--- config.mk ---
export PLATFORM = sky130hd
export DESIGN_NAME = rv_core
export DESIGN_NICKNAME = d
export VERILOG_FILES = /design/src/logic/rv_pkg.sv /design/src/logic/rv_alu.sv /design/src/logic/rv_branch_unit.sv /design/src/logic/rv_core.sv /design/src/logic/rv_decoder.sv /design/src/logic/rv_imm_gen.sv /design/src/logic/rv_regfile.sv
export SDC_FILE = /design/constraint.sdc
export NUM_CORES = 2
export LEC_CHECK = 0
export BUFFER_PORTS_ARGS = -buffer_cell sky130_fd_sc_hd__buf_2
export CAP_MARGIN = 10
export CORE_ASPECT_RATIO = 1.2
export CORE_MARGIN = 2
export CORE_UTILIZATION = 35
export CTS_CLUSTER_SIZE = 24
export DETAILED_ROUTE_END_ITERATION = 16
export PLACE_DENSITY_LB_ADDON = 0.25
export SETUP_SLACK_MARGIN = 0.2
export SLEW_MARGIN = 25
export SYNTH_ARGS = -nofsm -noshare
export SYNTH_HDL_FRONTEND = slang
export SYNTH_SLANG_ARGS = --single-unit
--- constraint.sdc ---
create_clock -name clk -period 11.6 [get_ports clk]
set_input_delay 1.74 -clock clk [delete_from_list [all_inputs] [get_ports clk]]
set_output_delay 1.74 -clock clk [all_outputs]
set_load 0.05 [all_outputs]
--- src/logic/rv_pkg.sv ---
package rv_pkg;

	localparam int XLEN = 32;	// Data and address width
	localparam int NUM_REGS = 32;	// Architectural registers x0..x31
	localparam int SHAMT_W = $clog2(XLEN);	// Shift amount bits

	typedef logic [XLEN-1:0] word_t;
	typedef logic [$clog2(NUM_REGS)-1:0] reg_idx_t;
	typedef logic [31:0] inst_t;

	localparam word_t RESET_PC = '0;	// First fetch address
	localparam word_t INST_BYTES = word_t'(4);	// PC step per instruction

	// Major opcodes handled by the core, everything else is a no-op
	typedef enum logic [6:0] {
		opc_op     = 7'b0110011,	// Register-register ALU
		opc_op_imm = 7'b0010011,	// Register-immediate ALU
		opc_lui    = 7'b0110111,
		opc_auipc  = 7'b0010111,
		opc_jal    = 7'b1101111,
		opc_jalr   = 7'b1100111,
		opc_branch = 7'b1100011
	} opcode_e;

	// Bit 3 marks the alternate form (sub, sra)
	typedef enum logic [3:0] {
		alu_add    = 4'b0000,
		alu_sll    = 4'b0001,
		alu_slt    = 4'b0010,
		alu_sltu   = 4'b0011,
		alu_xor    = 4'b0100,
		alu_srl    = 4'b0101,
		alu_or     = 4'b0110,
		alu_and    = 4'b0111,
		alu_sub    = 4'b1000,
		alu_sra    = 4'b1101,
		alu_pass_b = 4'b1111	// LUI
	} alu_op_e;

	typedef enum logic [2:0] {
		imm_i = 3'd0,
		imm_s = 3'd1,
		imm_b = 3'd2,
		imm_j = 3'd3,
		imm_u = 3'd4
	} imm_type_e;

	// Same values as funct3 of the branch group
	typedef enum logic [2:0] {
		br_beq  = 3'b000,
		br_bne  = 3'b001,
		br_blt  = 3'b100,
		br_bge  = 3'b101,
		br_bltu = 3'b110,
		br_bgeu = 3'b111
	} branch_op_e;

	typedef enum logic {
		wb_alu  = 1'b0,	// ALU result
		wb_link = 1'b1	// PC plus 4 for JAL and JALR
	} wb_sel_e;

endpackage

--- src/logic/rv_alu.sv ---
module rv_alu (
	input  rv_pkg::alu_op_e op,
	input  rv_pkg::word_t   a,
	input  rv_pkg::word_t   b,
	output rv_pkg::word_t   result
);
	import rv_pkg::*;

	logic               sub_mode;
	word_t              b_addend;
	word_t              sum;
	logic [SHAMT_W-1:0] shamt;
	logic               lt_signed;
	logic               lt_unsigned;

	// Bit 3 picks subtract; sra and pass_b ignore the sum
	assign sub_mode = op[3];
	assign b_addend = sub_mode ? ~b : b;
	assign sum      = a + b_addend + word_t'(sub_mode);	// One adder for add and sub

	assign shamt = b[SHAMT_W-1:0];

	assign lt_signed   = $signed(a) < $signed(b);
	assign lt_unsigned = a < b;

	always_comb begin
		case (op)
			alu_add,
			alu_sub:    result = sum;
			alu_sll:    result = a << shamt;
			alu_slt:    result = word_t'(lt_signed);
			alu_sltu:   result = word_t'(lt_unsigned);
			alu_xor:    result = a ^ b;
			alu_srl:    result = a >> shamt;
			alu_sra:    result = word_t'($signed(a) >>> shamt);	// Sign fill
			alu_or:     result = a | b;
			alu_and:    result = a & b;
			alu_pass_b: result = b;
			default:    result = '0;
		endcase
	end

endmodule

--- src/logic/rv_branch_unit.sv ---
module rv_branch_unit (
	input  rv_pkg::branch_op_e op,
	input  rv_pkg::word_t      rs1_data,
	input  rv_pkg::word_t      rs2_data,
	output logic               taken
);
	import rv_pkg::*;

	logic [XLEN:0] diff;	// Extra bit holds the borrow
	logic          equal;
	logic          lt_unsigned;
	logic          lt_signed;
	logic          signs_differ;

	assign diff         = {1'b0, rs1_data} - {1'b0, rs2_data};
	assign equal        = (diff[XLEN-1:0] == '0);
	assign lt_unsigned  = diff[XLEN];	// Borrow out
	assign signs_differ = rs1_data[XLEN-1] ^ rs2_data[XLEN-1];

	// Mixed signs: the negative operand is smaller
	assign lt_signed = signs_differ ? rs1_data[XLEN-1] : diff[XLEN-1];

	always_comb begin
		case (op)
			br_beq:  taken = equal;
			br_bne:  taken = !equal;
			br_blt:  taken = lt_signed;
			br_bge:  taken = !lt_signed;
			br_bltu: taken = lt_unsigned;
			br_bgeu: taken = !lt_unsigned;
			default: taken = 1'b0;	// funct3 2 and 3 never branch
		endcase
	end

endmodule

--- src/logic/rv_core.sv ---
module rv_core (
	input  logic             clk,
	input  logic             rst,
	input  rv_pkg::inst_t    inst,
	input  logic             inst_valid,
	output rv_pkg::word_t    pc,
	output logic             retire_valid,
	output rv_pkg::word_t    retire_pc,
	output rv_pkg::word_t    retire_next_pc,
	output logic             retire_rd_we,
	output rv_pkg::reg_idx_t retire_rd,
	output rv_pkg::word_t    retire_rd_data
);
	import rv_pkg::*;

	reg_idx_t   rs1;
	reg_idx_t   rs2;
	reg_idx_t   rd;
	logic       rd_we;
	logic       a_sel_pc;
	logic       b_sel_imm;
	logic       is_jump;
	logic       is_branch;
	imm_type_e  imm_type;
	alu_op_e    alu_op;
	branch_op_e branch_op;
	wb_sel_e    wb_sel;

	word_t rs1_data;
	word_t rs2_data;
	word_t imm;
	word_t op_a;
	word_t op_b;
	word_t alu_result;
	logic  branch_taken;
	logic  take_target;
	word_t pc_plus4;
	word_t jump_target;
	word_t next_pc;
	word_t wb_data;

	rv_decoder u_decoder (
		.inst(inst), .rs1(rs1), .rs2(rs2), .rd(rd), .rd_we(rd_we),
		.a_sel_pc(a_sel_pc), .b_sel_imm(b_sel_imm), .is_jump(is_jump),
		.is_branch(is_branch), .imm_type(imm_type), .alu_op(alu_op),
		.branch_op(branch_op), .wb_sel(wb_sel)
	);

	rv_imm_gen u_imm_gen (.inst(inst), .imm_type(imm_type), .imm(imm));

	rv_regfile u_regfile (
		.clk(clk), .rs1(rs1), .rs2(rs2), .rd(rd),
		.we(rd_we && inst_valid),	// Stall cycles write nothing
		.wdata(wb_data), .rs1_data(rs1_data), .rs2_data(rs2_data)
	);

	rv_alu u_alu (.op(alu_op), .a(op_a), .b(op_b), .result(alu_result));

	rv_branch_unit u_branch (
		.op(branch_op), .rs1_data(rs1_data), .rs2_data(rs2_data), .taken(branch_taken)
	);

	assign op_a = a_sel_pc ? pc : rs1_data;
	assign op_b = b_sel_imm ? imm : rs2_data;

	assign pc_plus4    = pc + INST_BYTES;
	assign take_target = is_jump || (is_branch && branch_taken);
	// JAL and branch targets are already even, so clearing bit 0 only matters for JALR
	assign jump_target = {alu_result[XLEN-1:1], 1'b0};
	assign next_pc     = take_target ? jump_target : pc_plus4;

	assign wb_data = (wb_sel == wb_link) ? pc_plus4 : alu_result;

	always_ff @(posedge clk) begin
		if (rst) begin
			pc           <= RESET_PC;
			retire_valid <= 1'b0;
		end else begin
			retire_valid <= inst_valid;	// One retire per accepted instruction
			if (inst_valid) begin
				pc <= next_pc;
			end
		end
	end

	// Retire record, qualified by retire_valid
	always_ff @(posedge clk) begin
		if (inst_valid) begin
			retire_pc      <= pc;
			retire_next_pc <= next_pc;
			retire_rd_we   <= rd_we;	// Reported even for rd = x0
			retire_rd      <= rd;
			retire_rd_data <= wb_data;
		end
	end

endmodule

--- src/logic/rv_decoder.sv ---
module rv_decoder (
	input  rv_pkg::inst_t      inst,
	output rv_pkg::reg_idx_t   rs1,
	output rv_pkg::reg_idx_t   rs2,
	output rv_pkg::reg_idx_t   rd,
	output logic               rd_we,
	output logic               a_sel_pc,
	output logic               b_sel_imm,
	output logic               is_jump,
	output logic               is_branch,
	output rv_pkg::imm_type_e  imm_type,
	output rv_pkg::alu_op_e    alu_op,
	output rv_pkg::branch_op_e branch_op,
	output rv_pkg::wb_sel_e    wb_sel
);
	import rv_pkg::*;

	opcode_e    opcode;
	logic [2:0] funct3;
	logic       bit30;

	// Shared funct3 decode for the register and immediate ALU groups
	function automatic alu_op_e alu_from_funct(input logic [2:0] f3, input logic alt,
			input logic reg_form);
		alu_op_e op;
		op = alu_add;
		case (f3)
			3'b000: op = (alt && reg_form) ? alu_sub : alu_add;	// No subi in the ISA
			3'b001: op = alu_sll;
			3'b010: op = alu_slt;
			3'b011: op = alu_sltu;
			3'b100: op = alu_xor;
			3'b101: op = alt ? alu_sra : alu_srl;	// Both groups
			3'b110: op = alu_or;
			3'b111: op = alu_and;
		endcase
		return op;
	endfunction

	assign opcode = opcode_e'(inst[6:0]);
	assign funct3 = inst[14:12];
	assign bit30  = inst[30];

	// Fixed field positions in every format
	assign rs1 = inst[19:15];
	assign rs2 = inst[24:20];
	assign rd  = inst[11:7];

	assign branch_op = branch_op_e'(funct3);	// Only looked at when is_branch

	always_comb begin
		rd_we     = 1'b0;	// No-op defaults
		a_sel_pc  = 1'b0;
		b_sel_imm = 1'b0;
		is_jump   = 1'b0;
		is_branch = 1'b0;
		imm_type  = imm_i;
		alu_op    = alu_add;
		wb_sel    = wb_alu;
		case (opcode)
			opc_op: begin
				rd_we  = 1'b1;
				alu_op = alu_from_funct(funct3, bit30, 1'b1);
			end
			opc_op_imm: begin
				rd_we     = 1'b1;
				b_sel_imm = 1'b1;
				alu_op    = alu_from_funct(funct3, bit30, 1'b0);
			end
			opc_lui: begin
				rd_we     = 1'b1;
				b_sel_imm = 1'b1;
				imm_type  = imm_u;
				alu_op    = alu_pass_b;
			end
			opc_auipc: begin
				rd_we     = 1'b1;
				a_sel_pc  = 1'b1;
				b_sel_imm = 1'b1;
				imm_type  = imm_u;
			end
			opc_jal: begin
				rd_we     = 1'b1;
				a_sel_pc  = 1'b1;	// Target is pc + offset
				b_sel_imm = 1'b1;
				is_jump   = 1'b1;
				imm_type  = imm_j;
				wb_sel    = wb_link;
			end
			opc_jalr: begin
				rd_we     = 1'b1;
				b_sel_imm = 1'b1;	// Target is rs1 + offset
				is_jump   = 1'b1;
				wb_sel    = wb_link;
			end
			opc_branch: begin
				a_sel_pc  = 1'b1;
				b_sel_imm = 1'b1;
				is_branch = 1'b1;
				imm_type  = imm_b;
			end
			default: begin
				rd_we = 1'b0;	// Unknown opcode falls through as pc + 4
			end
		endcase
	end

endmodule

--- src/logic/rv_imm_gen.sv ---
module rv_imm_gen (
	input  rv_pkg::inst_t     inst,
	input  rv_pkg::imm_type_e imm_type,
	output rv_pkg::word_t     imm
);
	import rv_pkg::*;

	logic sign;

	assign sign = inst[31];	// Sign bit sits at 31 in every format

	always_comb begin
		case (imm_type)
			imm_i: imm = {{20{sign}}, inst[31:20]};
			imm_s: imm = {{20{sign}}, inst[31:25], inst[11:7]};
			imm_b: imm = {{20{sign}}, inst[7], inst[30:25], inst[11:8], 1'b0};
			imm_j: imm = {{12{sign}}, inst[19:12], inst[20], inst[30:21], 1'b0};
			imm_u: imm = {inst[31:12], 12'b0};	// Low 12 bits zero-filled
			default: imm = '0;
		endcase
	end

endmodule

--- src/logic/rv_regfile.sv ---
module rv_regfile (
	input  logic             clk,
	input  rv_pkg::reg_idx_t rs1,
	input  rv_pkg::reg_idx_t rs2,
	input  rv_pkg::reg_idx_t rd,
	input  logic             we,
	input  rv_pkg::word_t    wdata,
	output rv_pkg::word_t    rs1_data,
	output rv_pkg::word_t    rs2_data
);
	import rv_pkg::*;

	word_t regs [NUM_REGS];

	always_ff @(posedge clk) begin
		if (we && rd != '0) begin	// x0 is never written
			regs[rd] <= wdata;
		end
	end

	// Combinational reads, x0 forced to zero
	assign rs1_data = (rs1 == '0) ? '0 : regs[rs1];
	assign rs2_data = (rs2 == '0) ? '0 : regs[rs2];

endmodule

==> impl_results.md <==
- Internal: just under 9 mW
- Capturing element of the worst setup path: pc[9]
- Total via count in the routed design: 49380
- Buffer levels on the longest clock path: 3
- Number of pins exceeding their max-slew limit in the final report: 0
- X dimension of the die: 401.3 µm
- Count of input and output buffers: ~170
- Most common flop cell mapped by yosys: sky130_fd_sc_hd__edfxtp_1
- Biggest cell delay along the critical path: 0.82 ns
- Class of the worst hold path: reg -> reg
- Cell depth of the worst flop-to-flop path: 27
- Number of placement rows: 174
- Clock latency on the worst-skew pair: approximately 0.8 ns
- Sum of routed wire length over all layers: 295400 µm
- Setup slack of the critical path after layout: 1.685 ns
- Post-synthesis to final-layout area growth: 13.33%
- Number of buffers added to fix hold violations after cts: 0
- R2r endpoint: pc[9]
- Remaining design rule violation count: 0
- Required @ worst endpoint: 12.32 ns
- First-pass GRT wire length: 402500 µm
- Power share of the clock group: approximately 29%
- Worst Path Max Fanout: 28
- Synthesized area per cell: around 13 µm²
- CTS sink count: 1159
- Post-route fraction of the period consumed by the critical path: a little under nine tenths
- Power per Cell Area: 179.5 nW/µm²
- Clock tree from TritonCTS: built
- Share of total power in sequential cells: between 40% and 50%
- Worst Setup Slack post-DPL: 1.259 ns
- Flop2flop setup slack: 3.31 ns
- Critical path start-end classification: in -> reg
- Post-Synthesis Cell Area: 66280 µm²
- Die Y: between 400 and 500 µm
- HPWL reported at the end of detailed placement: approximately 200000 µm
- Headroom to the max-slew limit: between 20% and 30%
- I/O pin total: 170
- Resized Gates After CTS: 0
- Root buffer cell: sky130_fd_sc_hd__clkbuf_16
- FMAX: 100.9 MHz
- Initial core utilization: between 30% and 40%
- EDFF count, synth: 1126
- Post-synthesis cell type count: 101
- Overall overflow remaining after global route: 0
- Sequential cell area fraction in the yosys report: 52.01%
- Vias in the first global route: 48580
- Number of detailed-routing iterations run before antenna repair: 6
- Reported max-cap violation count: 0
- GR Layer Usage met1: 34.97%
- Cell type of the slowest stage on the worst timing path: sky130_fd_sc_hd__o21ai_0
- Most used routing layer: met2
- Critical path startpoint: inst[23]
- H-Tree Depth: 3
- Multi-input gate area in the final layout: 30270 µm²
- Final-layout setup total negative slack: 0 ns
- Setup violations, final: 0
- Start of the worst register-to-register path: u_regfile.regs[13][0]
- Number of hold violations in the final report: 0
- Min cycle time layout: 9.915 ns
- Number of nets at the end of the flow: 5408
- Arrival time at the worst endpoint: roughly 11 ns
- Footprint of the flip-flops and latches: 34470 µm²
- Setup repair after global routing missed its margin: false
- Global placer's final weighted congestion: 1.040
- Worst supply voltage drop on vdd: 0.0001409 V
- Cells after synthesis: 5006
- Met3 usage in global routing: under 10%
- Share of power burned in combinational logic: 30.9%
- Clock transition at the registers of the reported paths: around 0.070 ns
- DR WL/cell: approximately 38 µm
- Leakage component of the power: 26.88 nW
- Antenna violations before repair: 19
- FF+latch count, synth: around 1200
- Drt initial violations: 5998
- Yosys warning total: 0
- Ratio of cells with drive above 1 in the final layout: a little over a fifth
- Critical Path Source Type: primary input
- Antenna-violating nets left: 0
- Largest net degree at the start of global routing: 108
- Global-route met2 utilization: 49.87%
- Total routing usage reported by global routing: 29.99%
- Endpoint class of the critical path: flop
- Filler Cells Inserted: 17450
- Worst-case clock skew: about 0.030 ns
- Outcome: completed
- Area inside the core boundary: about 190000 µm²
- Via count normalized by instance count: 6.342
- Sw power: 4.817 mW
- Post-CTS setup buffer count: 0
- FFs w/ async S/R, synth: 0%
- Die Area: 192900 µm²
- TritonCTS buffer count: 115
- Tightest Pin Transition: between 1 and 1.5 ns
- Switching fraction of total power: 35.74%
==> kinds of logic after synthesis <==
family,after synthesis,synth area share (%)
AO/OA/AOI/OAI,1117,11.63
XOR/XNOR,95,1.255
adder cells (fa/ha/maj),163,3.111
buffers and inverters,472,3.539
flip-flops,1159,52.01
multiplexers,1026,21.44
other,1,0.005658
AND/OR/NAND/NOR,973,7.005
==> power groups by stage <==
stage | combinational (mW) | sequential [mW] | clock (mW)
floorplan | 1.95 | 5.72 | 0
global placement | 4.03 | 5.52 | 0
detailed placement | 4.05 | 5.52 | 0
CTS | 4.06 | 5.44 | 3.94
global route | 4.31 | 5.44 | 4.09
finish | 4.17 | 5.44 | 3.88
==> cell usage after synthesis (66+ instances only) <==
cell                       instances  area (µm²)
sky130_fd_sc_hd__mux4_2          307        6914
sky130_fd_sc_hd__xnor2_1          66       578.1
sky130_fd_sc_hd__nand2_1         303        1137
sky130_fd_sc_hd__mux2i_1         648        6486
sky130_fd_sc_hd__clkbuf_1        138       518.0
sky130_fd_sc_hd__inv_1           109       409.1
sky130_fd_sc_hd__o21ai_0         112       560.5
sky130_fd_sc_hd__buf_2           108       540.5
sky130_fd_sc_hd__mux2_2           70       788.3
sky130_fd_sc_hd__a22oi_1         216        1622
sky130_fd_sc_hd__edfxtp_1       1126       33810
sky130_fd_sc_hd__ha_1            160        2002
sky130_fd_sc_hd__a21oi_1         265        1326
sky130_fd_sc_hd__nor2_1          280        1051
==> worst min-delay path by stage <==
stage	cells past startpoint	endpoint	from	slack [ns]
after floorplan	0	retire_pc[16]	pc[16]	0.71
after global placement	0	retire_pc[31]	pc[31]	0.62
after detailed placement	1	retire_pc[10]	pc[10]	0.62
after CTS	0	retire_pc[31]	pc[31]	0.63
after global routing	0	retire_pc[31]	pc[31]	0.64
final	0	retire_pc[31]	pc[31]	0.63
==> cell usage in the layout, fill, tap and decap left out, types with 108 or more instances in the layout <==
cell type / count
sky130_fd_sc_hd__edfxtp_1: 1126
sky130_fd_sc_hd__mux2i_1: 629
sky130_fd_sc_hd__mux4_2: 307
sky130_fd_sc_hd__nand2_1: 301
sky130_fd_sc_hd__a21oi_1: 261
sky130_fd_sc_hd__nor2_1: 241
sky130_fd_sc_hd__buf_4: 227
sky130_fd_sc_hd__a22oi_1: 215
sky130_fd_sc_hd__buf_2: 162
sky130_fd_sc_hd__ha_1: 160
sky130_fd_sc_hd__clkbuf_16: 117
sky130_fd_sc_hd__inv_1: 108
sky130_fd_sc_hd__o21ai_0: 108
==> flip-flops by register name, summed over array words and instances, names as in the netlist <==
signal          cells
u_regfile.regs   1024
pc                 32
retire_next_pc     32
retire_pc          32
retire_rd_data     32
retire_rd           5
retire_rd_we        1
retire_valid        1
==> final cells by class <==
type / count / share of cell area [%]
flip-flops and latches: 1159 / 45.89
multi-input cells: 3406 / 40.29
well taps: 2464 / 4.104
clock buffers: 143 / 4.041
repair buffers: 415 / 3.971
clock inverters: 74 / 1.103
inverters: 113 / 0.5663
diodes: 11 / 0.03664
==> metrics by stage <==
| step | cells | cell area, µm² | util, % | hold WS (ns) | power [mW] |
|---|---|---|---|---|---|
| after floorplan | 5037 | 66400 | - | 0.7115 | 7.670 |
| after global placement | 7552 | 71090 | 37.88 | 0.6215 | 9.552 |
| after detailed placement | 7555 | 71180 | 37.93 | 0.6170 | 9.572 |
| after CTS | 7772 | 75050 | 39.99 | 0.6273 | 13.44 |
| after global routing | 7779 | 75110 | 40.02 | 0.6385 | 13.85 |
| final | 7785 | 75120 | 40.03 | 0.6320 | 13.48 |
==> metal layers <==
| metal | up-vias | wire (µm) |
|---|---|---|
| li1 | 20380 | - |
| met1 | 25460 | 106900 |
| met2 | 2711 | 140200 |
| met3 | 812 | 22190 |
| met4 | 6 | 26060 |
| met5 | - | 37 |
==> critical path, delay by kind of cell <==
family                   cells  cell delay [ns]
AO/OA/AOI/OAI               12             3.40
adder cells (fa/ha/maj)      2             0.58
buffers and inverters        6             2.00
multiplexers                 1             0.24
AND/OR/NAND/NOR             10             2.55
Power figures use the tool's default switching activity.
